[src/common/input_pkg.sv]
package input_pkg;

    localparam int BUTTONS = 2;
    localparam int BOARD_W = 16;
    localparam int JOY_W   = 8 + BUTTONS;   // dirs, buttons, start, coin, pause
    localparam int PLAYER_W = 4;
    localparam int DIR_W   = 4;
    localparam int FIRE_W  = 3;

    // direction bits, same order on board and game words
    localparam int DIR_RIGHT = 0;
    localparam int DIR_LEFT  = 1;
    localparam int DIR_DOWN  = 2;
    localparam int DIR_UP    = 3;

    localparam int BUT1_BIT  = 4;
    localparam int START_BIT = 4 + BUTTONS;
    localparam int COIN_BIT  = 5 + BUTTONS;
    localparam int PAUSE_BIT = 6 + BUTTONS;

    localparam bit ACTIVE_LOW = 1'b1;       // game side sees inverted inputs

    // button 1 passes on the last frames of each 8-frame period
    localparam logic [FIRE_W-1:0] AUTOFIRE_ON = 3'd6;

    typedef logic [BOARD_W-1:0]  board_joy_t;
    typedef logic [JOY_W-1:0]    game_joy_t;
    typedef logic [PLAYER_W-1:0] player_bits_t;

    typedef enum logic [1:0] {
        RUN,
        PAUSED,
        STEP        // one frame released while paused
    } pause_state_t;

endpackage

[src/common/pointer_pkg.sv]
package pointer_pkg;

    localparam int DELTA_W  = 9;
    localparam int POS_W    = 8;
    localparam int MBUT_W   = 3;
    localparam int PADDLE_W = 8;

    // paddle rests at mid travel
    localparam logic [PADDLE_W-1:0] PADDLE_MID = 8'd128;
    localparam logic [PADDLE_W-1:0] PADDLE_MAX = 8'd255;

    typedef logic signed [DELTA_W-1:0] mouse_delta_t;
    typedef logic [POS_W-1:0]          pos_t;        // pointer word is {y, x}
    typedef logic [MBUT_W-1:0]         mouse_but_t;
    typedef logic [PADDLE_W-1:0]       paddle_t;

endpackage

[src/common/input_ctrl_if.sv]
interface input_ctrl_if;

    logic frame;        // one cycle at vs rising edge
    logic autofire;     // button 1 gate
    logic rot;
    logic flip;
    logic lock;

    modport ctrl (
        output frame,
        output autofire,
        output rot,
        output flip,
        output lock
    );

    modport dp (
        input frame,
        input autofire,
        input rot,
        input flip,
        input lock
    );

endinterface

[src/logic/joy_4way.sv]
module joy_4way (
    input  logic                  clk,
    input  logic                  rst,
    input  logic                  en4way,
    input  input_pkg::board_joy_t joy_in,
    output input_pkg::board_joy_t joy_out
);
    import input_pkg::*;

    logic [DIR_W-1:0] dir;
    logic [DIR_W-1:0] last_single;
    logic             single;
    logic             multi;

    always_comb begin
        dir    = joy_in[DIR_W-1:0];
        // exactly one bit set when clearing the lowest one leaves nothing
        single = (dir != '0) && ((dir & (dir - 1'b1)) == '0);
        multi  = (dir != '0) && !single;
    end

    always_ff @(posedge clk or posedge rst) begin
        if (rst) begin
            last_single <= '0;
            joy_out     <= '0;
        end else begin
            if (single) begin
                last_single <= dir;
            end
            joy_out[BOARD_W-1:DIR_W] <= joy_in[BOARD_W-1:DIR_W];
            if (en4way && multi) begin
                joy_out[DIR_W-1:0] <= last_single;  // diagonal keeps old direction
            end else begin
                joy_out[DIR_W-1:0] <= dir;
            end
        end
    end

endmodule

[src/logic/player_map.sv]
module player_map (
    input  logic                      clk,
    input  logic                      rst,
    input_ctrl_if.dp                  ctrl,
    input  input_pkg::board_joy_t     board1,
    input  input_pkg::board_joy_t     board2,
    input  input_pkg::game_joy_t      key_joy1,
    input  input_pkg::game_joy_t      key_joy2,
    input  input_pkg::player_bits_t   key_coin,
    input  input_pkg::player_bits_t   key_start,
    input  input_pkg::player_bits_t   board_coin,
    input  input_pkg::player_bits_t   board_start,
    input  pointer_pkg::mouse_but_t   mouse_but,
    output logic                      joy_pause,
    output input_pkg::game_joy_t      game_joy1,
    output input_pkg::game_joy_t      game_joy2,
    output input_pkg::player_bits_t   game_coin,
    output input_pkg::player_bits_t   game_start
);
    import input_pkg::*;

    game_joy_t    joy1_or;
    game_joy_t    joy2_or;
    player_bits_t joy_coin;
    player_bits_t joy_start;

    // autofire gate on button 1, then optional 90 degree turn
    function automatic game_joy_t map_joy(input game_joy_t j, input logic rot,
                                          input logic flip, input logic fire);
        game_joy_t o;
        o           = j;
        o[BUT1_BIT] = j[BUT1_BIT] & fire;
        if (rot) begin
            if (flip) begin
                o[DIR_UP]    = j[DIR_LEFT];
                o[DIR_DOWN]  = j[DIR_RIGHT];
                o[DIR_LEFT]  = j[DIR_DOWN];
                o[DIR_RIGHT] = j[DIR_UP];
            end else begin
                o[DIR_UP]    = j[DIR_RIGHT];
                o[DIR_DOWN]  = j[DIR_LEFT];
                o[DIR_LEFT]  = j[DIR_UP];
                o[DIR_RIGHT] = j[DIR_DOWN];
            end
        end
        return o ^ {JOY_W{ACTIVE_LOW}};
    endfunction

    always_comb begin
        joy1_or   = board1[JOY_W-1:0] | key_joy1 | (game_joy_t'(mouse_but) << BUT1_BIT);
        joy2_or   = board2[JOY_W-1:0] | key_joy2;
        joy_coin  = {2'b00, board2[COIN_BIT], board1[COIN_BIT]};
        joy_start = {2'b00, board2[START_BIT], board1[START_BIT]};
        joy_pause = board1[PAUSE_BIT] | board2[PAUSE_BIT];
    end

    always_ff @(posedge clk or posedge rst) begin
        if (rst) begin
            game_joy1  <= {JOY_W{ACTIVE_LOW}};
            game_joy2  <= {JOY_W{ACTIVE_LOW}};
            game_coin  <= {PLAYER_W{ACTIVE_LOW}};
            game_start <= {PLAYER_W{ACTIVE_LOW}};
        end else if (ctrl.lock) begin
            // locked core sees no player activity
            game_joy1  <= {JOY_W{ACTIVE_LOW}};
            game_joy2  <= {JOY_W{ACTIVE_LOW}};
            game_coin  <= {PLAYER_W{ACTIVE_LOW}};
            game_start <= {PLAYER_W{ACTIVE_LOW}};
        end else begin
            game_joy1  <= map_joy(joy1_or, ctrl.rot, ctrl.flip, ctrl.autofire);
            game_joy2  <= map_joy(joy2_or, ctrl.rot, ctrl.flip, ctrl.autofire);
            game_coin  <= {PLAYER_W{ACTIVE_LOW}} ^ (board_coin | key_coin | joy_coin);
            game_start <= {PLAYER_W{ACTIVE_LOW}} ^ (board_start | key_start | joy_start);
        end
    end

endmodule

[src/logic/input_ctrl.sv]
module input_ctrl (
    input  logic       clk,
    input  logic       rst,
    input  logic       vs,
    input  logic       autofire_en,
    input  logic       dip_flip,
    input  logic       rot_control,
    input  logic       lock,
    input  logic       key_pause,
    input  logic       osd_pause,
    input  logic       key_reset,
    input  logic       key_service,
    input  logic       key_tilt,
    input  logic       joy_pause,
    input_ctrl_if.ctrl ctrl,
    output logic       soft_rst,
    output logic       game_pause,
    output logic       game_service,
    output logic       game_tilt
);
    import input_pkg::*;

    logic              vs_l;
    logic              key_pause_l;
    logic              joy_pause_l;
    logic              key_reset_l;
    logic              service_l;
    logic              osd_s;       // osd level, one stage in
    logic              osd_l;
    logic              vs_rise;
    logic              vs_fall;
    logic              pause_edge;
    logic              service_edge;
    logic              osd_change;
    logic [FIRE_W-1:0] fire_cnt;
    pause_state_t      state;
    pause_state_t      state_nx;

    always_comb begin
        vs_rise      = vs && !vs_l;
        vs_fall      = !vs && vs_l;
        pause_edge   = (key_pause && !key_pause_l) || (joy_pause && !joy_pause_l);
        service_edge = key_service && !service_l;
        osd_change   = osd_s ^ osd_l;
    end

    always_comb begin
        state_nx = state;
        case (state)
            RUN: begin
                if (pause_edge) state_nx = PAUSED;
            end
            PAUSED: begin
                if (pause_edge) begin
                    state_nx = RUN;
                end else if (service_edge) begin
                    state_nx = STEP;    // let one frame through
                end
            end
            STEP: begin
                if (pause_edge) begin
                    state_nx = RUN;
                end else if (vs_fall) begin
                    state_nx = PAUSED;
                end
            end
            default: state_nx = RUN;
        endcase
        // menu level wins over any toggle
        if (osd_change) begin
            state_nx = osd_s ? PAUSED : RUN;
        end
        if (lock) begin
            state_nx = RUN;
        end
    end

    always_ff @(posedge clk or posedge rst) begin
        if (rst) begin
            vs_l        <= 1'b0;
            key_pause_l <= 1'b0;
            joy_pause_l <= 1'b0;
            key_reset_l <= 1'b0;
            service_l   <= 1'b0;
            osd_s       <= 1'b0;
            osd_l       <= 1'b0;
        end else begin
            vs_l        <= vs;
            key_pause_l <= key_pause;
            joy_pause_l <= joy_pause;
            key_reset_l <= key_reset;
            service_l   <= key_service;
            osd_s       <= osd_pause;
            osd_l       <= osd_s;
        end
    end

    always_ff @(posedge clk or posedge rst) begin
        if (rst) begin
            fire_cnt      <= '0;
            ctrl.frame    <= 1'b0;
            ctrl.autofire <= 1'b1;
            ctrl.rot      <= 1'b0;
            ctrl.flip     <= 1'b0;
            ctrl.lock     <= 1'b0;
        end else begin
            if (vs_rise) begin
                fire_cnt <= fire_cnt + 1'b1;
            end
            ctrl.frame    <= vs_rise;
            ctrl.autofire <= !autofire_en || (fire_cnt >= AUTOFIRE_ON);
            ctrl.rot      <= rot_control;
            ctrl.flip     <= dip_flip;
            ctrl.lock     <= lock;
        end
    end

    always_ff @(posedge clk or posedge rst) begin
        if (rst) begin
            state        <= RUN;
            game_pause   <= 1'b0;
            soft_rst     <= 1'b0;
            game_service <= ACTIVE_LOW;
            game_tilt    <= ACTIVE_LOW;
        end else begin
            state        <= state_nx;
            game_pause   <= (state_nx == PAUSED);
            soft_rst     <= key_reset && !key_reset_l;   // single pulse
            game_service <= lock ? ACTIVE_LOW : (key_service ^ ACTIVE_LOW);
            game_tilt    <= key_tilt ^ ACTIVE_LOW;
        end
    end

endmodule

[src/pointer/mouse_accum.sv]
module mouse_accum (
    input  logic                      clk,
    input  logic                      rst,
    input_ctrl_if.dp                  ctrl,
    input  input_pkg::game_joy_t      joy2,
    input  pointer_pkg::mouse_delta_t mouse_dx,
    input  pointer_pkg::mouse_delta_t mouse_dy,
    input  logic [7:0]                mouse_f,
    input  logic                      mouse_st,
    output logic [15:0]               mouse_1p,
    output logic [15:0]               mouse_2p,
    output pointer_pkg::mouse_but_t   mouse_but
);
    import input_pkg::*;
    import pointer_pkg::*;

    pos_t x1;
    pos_t y1;
    pos_t x2;
    pos_t y2;
    pos_t x2_nx;
    pos_t y2_nx;

    // joy2 is active low, so a zero bit means pressed
    always_comb begin
        x2_nx = x2;
        y2_nx = y2;
        if (!joy2[DIR_RIGHT]) x2_nx = x2_nx + pos_t'(1);
        if (!joy2[DIR_LEFT])  x2_nx = x2_nx - pos_t'(1);
        if (!joy2[DIR_DOWN])  y2_nx = y2_nx + pos_t'(1);
        if (!joy2[DIR_UP])    y2_nx = y2_nx - pos_t'(1);
    end

    always_ff @(posedge clk or posedge rst) begin
        if (rst) begin
            x1        <= '0;
            y1        <= '0;
            x2        <= '0;
            y2        <= '0;
            mouse_but <= '0;
        end else begin
            if (mouse_st) begin
                mouse_but <= mouse_f[MBUT_W-1:0];
                if (!ctrl.lock) begin
                    x1 <= x1 + mouse_dx[POS_W-1:0];   // wraps
                    y1 <= y1 + mouse_dy[POS_W-1:0];
                end
            end
            if (ctrl.frame && !ctrl.lock) begin
                x2 <= x2_nx;
                y2 <= y2_nx;
            end
        end
    end

    assign mouse_1p = {y1, x1};
    assign mouse_2p = {y2, x2};

endmodule

[src/pointer/paddle_pos.sv]
module paddle_pos (
    input  logic                      clk,
    input  logic                      rst,
    input  logic                      mouse_st,
    input  pointer_pkg::mouse_delta_t mouse_dx,
    output pointer_pkg::paddle_t      paddle
);
    import pointer_pkg::*;

    logic signed [PADDLE_W+1:0] sum;   // room for sign and overflow

    always_comb begin
        sum = $signed({2'b00, paddle}) + $signed({mouse_dx[DELTA_W-1], mouse_dx});
    end

    always_ff @(posedge clk or posedge rst) begin
        if (rst) begin
            paddle <= PADDLE_MID;
        end else if (mouse_st) begin
            if (sum[PADDLE_W+1]) begin
                paddle <= '0;               // below zero
            end else if (sum[PADDLE_W]) begin
                paddle <= PADDLE_MAX;
            end else begin
                paddle <= sum[PADDLE_W-1:0];
            end
        end
    end

endmodule

[src/logic/input_top.sv]
module input_top (
    input  logic                      clk,
    input  logic                      rst,
    input  logic                      vs,
    input  logic                      dip_flip,
    input  logic                      autofire_en,
    input  logic                      en4way,
    input  logic                      rot_control,
    input  logic                      lock,
    output logic                      soft_rst,
    output logic                      game_pause,

    input  input_pkg::board_joy_t     board_joy1,
    input  input_pkg::board_joy_t     board_joy2,
    input  input_pkg::player_bits_t   board_coin,
    input  input_pkg::player_bits_t   board_start,

    input  input_pkg::game_joy_t      key_joy1,
    input  input_pkg::game_joy_t      key_joy2,
    input  input_pkg::player_bits_t   key_start,
    input  input_pkg::player_bits_t   key_coin,
    input  logic                      key_service,
    input  logic                      key_tilt,
    input  logic                      key_pause,
    input  logic                      osd_pause,
    input  logic                      key_reset,

    output input_pkg::game_joy_t      game_joy1,
    output input_pkg::game_joy_t      game_joy2,
    output input_pkg::player_bits_t   game_coin,
    output input_pkg::player_bits_t   game_start,
    output logic                      game_service,
    output logic                      game_tilt,

    input  pointer_pkg::mouse_delta_t bd_mouse_dx,
    input  pointer_pkg::mouse_delta_t bd_mouse_dy,
    input  logic [7:0]                bd_mouse_f,
    input  logic                      bd_mouse_st,
    output logic [15:0]               mouse_1p,
    output logic [15:0]               mouse_2p,
    output pointer_pkg::paddle_t      paddle
);
    import input_pkg::*;
    import pointer_pkg::*;

    board_joy_t joy1_4w;
    board_joy_t joy2_4w;
    logic       joy_pause;
    mouse_but_t mouse_but;

    input_ctrl_if u_ctrl_if ();

    input_ctrl u_input_ctrl (
        .clk          (clk),
        .rst          (rst),
        .vs           (vs),
        .autofire_en  (autofire_en),
        .dip_flip     (dip_flip),
        .rot_control  (rot_control),
        .lock         (lock),
        .key_pause    (key_pause),
        .osd_pause    (osd_pause),
        .key_reset    (key_reset),
        .key_service  (key_service),
        .key_tilt     (key_tilt),
        .joy_pause    (joy_pause),
        .ctrl         (u_ctrl_if.ctrl),
        .soft_rst     (soft_rst),
        .game_pause   (game_pause),
        .game_service (game_service),
        .game_tilt    (game_tilt)
    );

    joy_4way u_4way_1p (
        .clk     (clk),
        .rst     (rst),
        .en4way  (en4way),
        .joy_in  (board_joy1),
        .joy_out (joy1_4w)
    );

    joy_4way u_4way_2p (
        .clk     (clk),
        .rst     (rst),
        .en4way  (en4way),
        .joy_in  (board_joy2),
        .joy_out (joy2_4w)
    );

    player_map u_player_map (
        .clk         (clk),
        .rst         (rst),
        .ctrl        (u_ctrl_if.dp),
        .board1      (joy1_4w),
        .board2      (joy2_4w),
        .key_joy1    (key_joy1),
        .key_joy2    (key_joy2),
        .key_coin    (key_coin),
        .key_start   (key_start),
        .board_coin  (board_coin),
        .board_start (board_start),
        .mouse_but   (mouse_but),
        .joy_pause   (joy_pause),
        .game_joy1   (game_joy1),
        .game_joy2   (game_joy2),
        .game_coin   (game_coin),
        .game_start  (game_start)
    );

    // 2p pointer follows the game-side joystick 2
    mouse_accum u_mouse_accum (
        .clk       (clk),
        .rst       (rst),
        .ctrl      (u_ctrl_if.dp),
        .joy2      (game_joy2),
        .mouse_dx  (bd_mouse_dx),
        .mouse_dy  (bd_mouse_dy),
        .mouse_f   (bd_mouse_f),
        .mouse_st  (bd_mouse_st),
        .mouse_1p  (mouse_1p),
        .mouse_2p  (mouse_2p),
        .mouse_but (mouse_but)
    );

    paddle_pos u_paddle_pos (
        .clk      (clk),
        .rst      (rst),
        .mouse_st (bd_mouse_st),
        .mouse_dx (bd_mouse_dx),
        .paddle   (paddle)
    );

endmodule

[config.mk]
export PLATFORM = sky130hd
export DESIGN_NAME = input_top
export DESIGN_NICKNAME = d
export VERILOG_FILES = /design/src/common/input_pkg.sv /design/src/common/pointer_pkg.sv /design/src/common/input_ctrl_if.sv /design/src/logic/joy_4way.sv /design/src/logic/player_map.sv /design/src/logic/input_ctrl.sv /design/src/pointer/mouse_accum.sv /design/src/pointer/paddle_pos.sv /design/src/logic/input_top.sv
export SDC_FILE = /design/constraint.sdc
export NUM_CORES = 1
export LEC_CHECK = 0
export BUFFER_PORTS_ARGS = -buffer_cell sky130_fd_sc_hd__clkbuf_2
export CELL_PAD_IN_SITES_DETAIL_PLACEMENT = 1
export CELL_PAD_IN_SITES_GLOBAL_PLACEMENT = 2
export CORE_MARGIN = 8
export CORE_UTILIZATION = 32
export CTS_CLUSTER_SIZE = 25
export DETAILED_ROUTE_END_ITERATION = 8
export PLACE_DENSITY_LB_ADDON = 0.2
export SLEW_MARGIN = 0
export SYNTH_ARGS = -nofsm -noshare
export SYNTH_HDL_FRONTEND = slang
export SYNTH_SLANG_ARGS = --single-unit
[constraint.sdc]
create_clock -name clk -period 4.4 [get_ports clk]
set_input_delay 0.22 -clock clk [delete_from_list [all_inputs] [get_ports clk]]
set_output_delay 0.22 -clock clk [all_outputs]
set_load 0.01 [all_outputs]
==> flow_summary_export.csv <==
group,metric,value,unit
run_status,status,"complete, no violations",
layout,antenna_cells,0,
clocking,clock_path_buffers,2,
pwr,powerDensity,549,nW/um2
placed_design,dp_hpwl,12600,um
clocking,post_cts_buffers,0,
die,die_h,154,um
synth,async_flop_share,100,%
grt,grt_first_pass_wirelength,28700,um
pwr,p_int,2.81,mW
setup_path,cp_data_arrival_time,2.85,ns
synth,synth-seq-cells,120,
grt,grt_max_degree,60,
grt,grt_antenna_before_repair,0,
route,remaining_drc_errors,0,
layout,drive_above_1_share,31.9,%
layout,layout_commonest_cell,"clkbuf_2",
route,drt-wirelength-per-cell,16.7,um
route,via_per_inst,4.96,
setup_path,worst-setup-path-type,"reg2reg",
die,start_util,32.6,%
clocking,h-tree-depth,4,
synth,syn_area,6100,um2
route,drtAntennaViolNets,0,
grt,first_global_vias,5631,
clocking,clkSinkCount,120,
die,io-pin-count,180,
synth,syn_avg_cell_area,10.5,um2
timing,finClkSkew,0.00998,ns
setup_path,start_kind,"flop",
die,rows,50,
pwr,p_clk_share,29.6,%
clocking,cts_tree,"yes",
layout,nFillCells,2119,
min_path,worstHoldPathType,"in2reg",
timing,fin_crit,2.56,ns
layout,syn_to_final_growth,32.4,%
timing,slew_headroom,37.7,%
clocking,worstSkewPairLatency,0.41,ns
flow_run,maxCapViolCount,0,
timing,hold_viol,0,
layout,nets,917,
timing,tightest_slew,0.934,ns
timing,drv_slew,0,
synth,yosysUniqueCellTypes,54,
synth,syn_nets,718,
setup_path,crit_required,4.70,ns
die,core-area,18700,um2
layout,fin_util,43.2,%
layout,design_area,8080,um2
placed_design,post_dp_cell_area,7110,um2
pwr,power_leakage,3.79,nW
placed_design,port_buffers,161,
pwr,ir_drop,267,uV
synth,yosys_warnings,0,
grt,grt_util_all_layers,14.9,%
synth,yosys_most_used_dff,"dfrtp_1",
clocking,path_clk_slew,0.06,ns
clocking,cts_buffers,17,
pwr,p_seq_share,37.3,%
route,drt-total-wl,17100,um
synth,synthCells,580,
timing,setup_viol,0,
route,drt_pass1_iterations,4,
pwr,p_sw_share,36.5,%
layout,final_cell_mix,"161 x clkbuf_2, 88 x dfrtp_1, 61 x nand2_1",
setup_path,crit_path_end_kind,"flop",
clocking,cts_resized,0,
route,vias,5090,
timing,max_clock_freq,391,MHz
synth,synth_edf_count,0,
clocking,hold_buffers,41,
clocking,clockRootBuffer,"clkbuf_16",
pwr,p_total,4.43,mW
timing,period_share,58.1,%
pwr,pwr-share-comb,33.2,%
pwr,switching_power,1.62,mW
timing,rsz0062_at_grt,"false",
timing,setup_tns,0,ns
placed_design,gp_congestion,0.771,
setup_path,cp_max_fo,8,
route,drt_iter0_markers,198,
die,die-area,23700,um2
grt,gr-total-overflow,0,
synth,ys_seq_area_share,49.9,%
die,die_w,154,um
==> routing by layer <==
metal	vias up	share of wire, %	global-route usage, %
met5	-	0	0
met4	0	1.4	4.57
met3	19	6.4	5.58
met2	123	49	24.9
met1	2504	43	17.5
li1	2444	-	-
==> state kept, by name (all words and copies together) (netlist names), 2 cells and up <==
| name | cells |
|---|---|
| u_input_ctrl.state | 2 |
| u_4way_2p.last_single | 4 |
| u_player_map.game_coin | 4 |
| u_input_ctrl.fire_cnt | 3 |
| u_mouse_accum.x2 | 8 |
| u_mouse_accum.y2 | 8 |
| u_4way_2p.joy_out | 10 |
| u_4way_1p.last_single | 4 |
| u_player_map.game_joy2 | 10 |
| u_4way_1p.joy_out | 10 |
| u_mouse_accum.y1 | 8 |
| u_mouse_accum.mouse_but | 3 |
| u_mouse_accum.x1 | 8 |
| u_player_map.game_joy1 | 10 |
| u_player_map.game_start | 4 |
| u_paddle_pos.paddle | 8 |
==> power by group through the flow <==
stage / clock [mW] / combinational, mW / sequential, mW
2_1_floorplan: 0 / 0.943 / 1.66
3_3_place_gp: 0 / 1.40 / 1.66
3_5_place_dp: 0 / 1.46 / 1.67
4_1_cts: 1.36 / 1.50 / 1.66
5_1_grt: 1.41 / 1.66 / 1.70
6_report: 1.31 / 1.47 / 1.65
==> cells by family after synthesis <==
group                      Yosys count  share of synthesized area (%)
AOI/OAI and AO/OA                  140                           15.8
xor gates and xnor gates            45                           6.46
adders and majority gates           31                           6.69
buffers and inverters               48                           3.24
DFF                                120                           49.9
muxes                               20                           3.53
and+or+nand+nor                    176                           14.4
==> final cells by class <==
| class | count | area (um2) | area share, % |
|---|---|---|---|
| clock buffer | 18 | 439 | 5.44 |
| multi-input combinational | 412 | 2860 | 35.4 |
| clock inverter | 14 | 113 | 1.39 |
| tap | 234 | 293 | 3.63 |
| timing repair buffer | 206 | 1250 | 15.4 |
| inverter | 22 | 85.1 | 1.05 |
| sequential | 120 | 3040 | 37.7 |
==> synth_stat cells, types with 22 or more instances <==
| library cell | number | area, um2 |
|---|---|---|
| ha_1 | 27 | 338 |
| nand2_1 | 61 | 229 |
| nor2_1 | 25 | 93.8 |
| inv_1 | 22 | 82.6 |
| o21bai_1 | 24 | 180 |
| o21ai_0 | 37 | 185 |
| clkbuf_1 | 22 | 82.6 |
| xnor2_1 | 22 | 193 |
| xor2_1 | 23 | 201 |
| dfstp_2 | 32 | 841 |
| dfrtp_1 | 88 | 2200 |
| nor3_1 | 26 | 130 |
==> worst paths after layout <==
check,endpoint,slack (ns),cells after the start,from
setup / recovery,u_paddle_pos.paddle[4],1.84,8,u_paddle_pos.paddle[0]
max in group asynchronous,u_paddle_pos.paddle[7],2.93,4,rst
min in group asynchronous,u_mouse_accum.x2[4],0.48,3,rst
hold / removal,u_mouse_accum.mouse_but[2],0.04,2,bd_mouse_f[2]
setup reg to reg,u_paddle_pos.paddle[4],1.84,8,u_paddle_pos.paddle[0]
hold reg to reg,u_player_map.game_joy1[9],0.39,1,u_4way_1p.joy_out[9]
==> critical path, stage by stage, from the launching register on <==
cell	delay [ns]
dfrtp_1	0.42
ha_1	0.23
fa_1	0.41
a21o_1	0.19
a21oi_1	0.34
o21a_1	0.17
o31ai_1	0.07
a41o_1	0.31
a221o_1	0.30
==> metrics by stage <==
stage,instances,hold slack [ns],setup slack [ns]
3_3_place_gp,953,0.329,1.93
3_5_place_dp,953,0.330,1.85
6_report,1026,0.0430,1.84
5_1_grt,1026,0.0254,1.71
4_1_cts,1026,0.0185,1.85
2_1_floorplan,580,0.246,1.05
(Power assumes the default switching activity.)
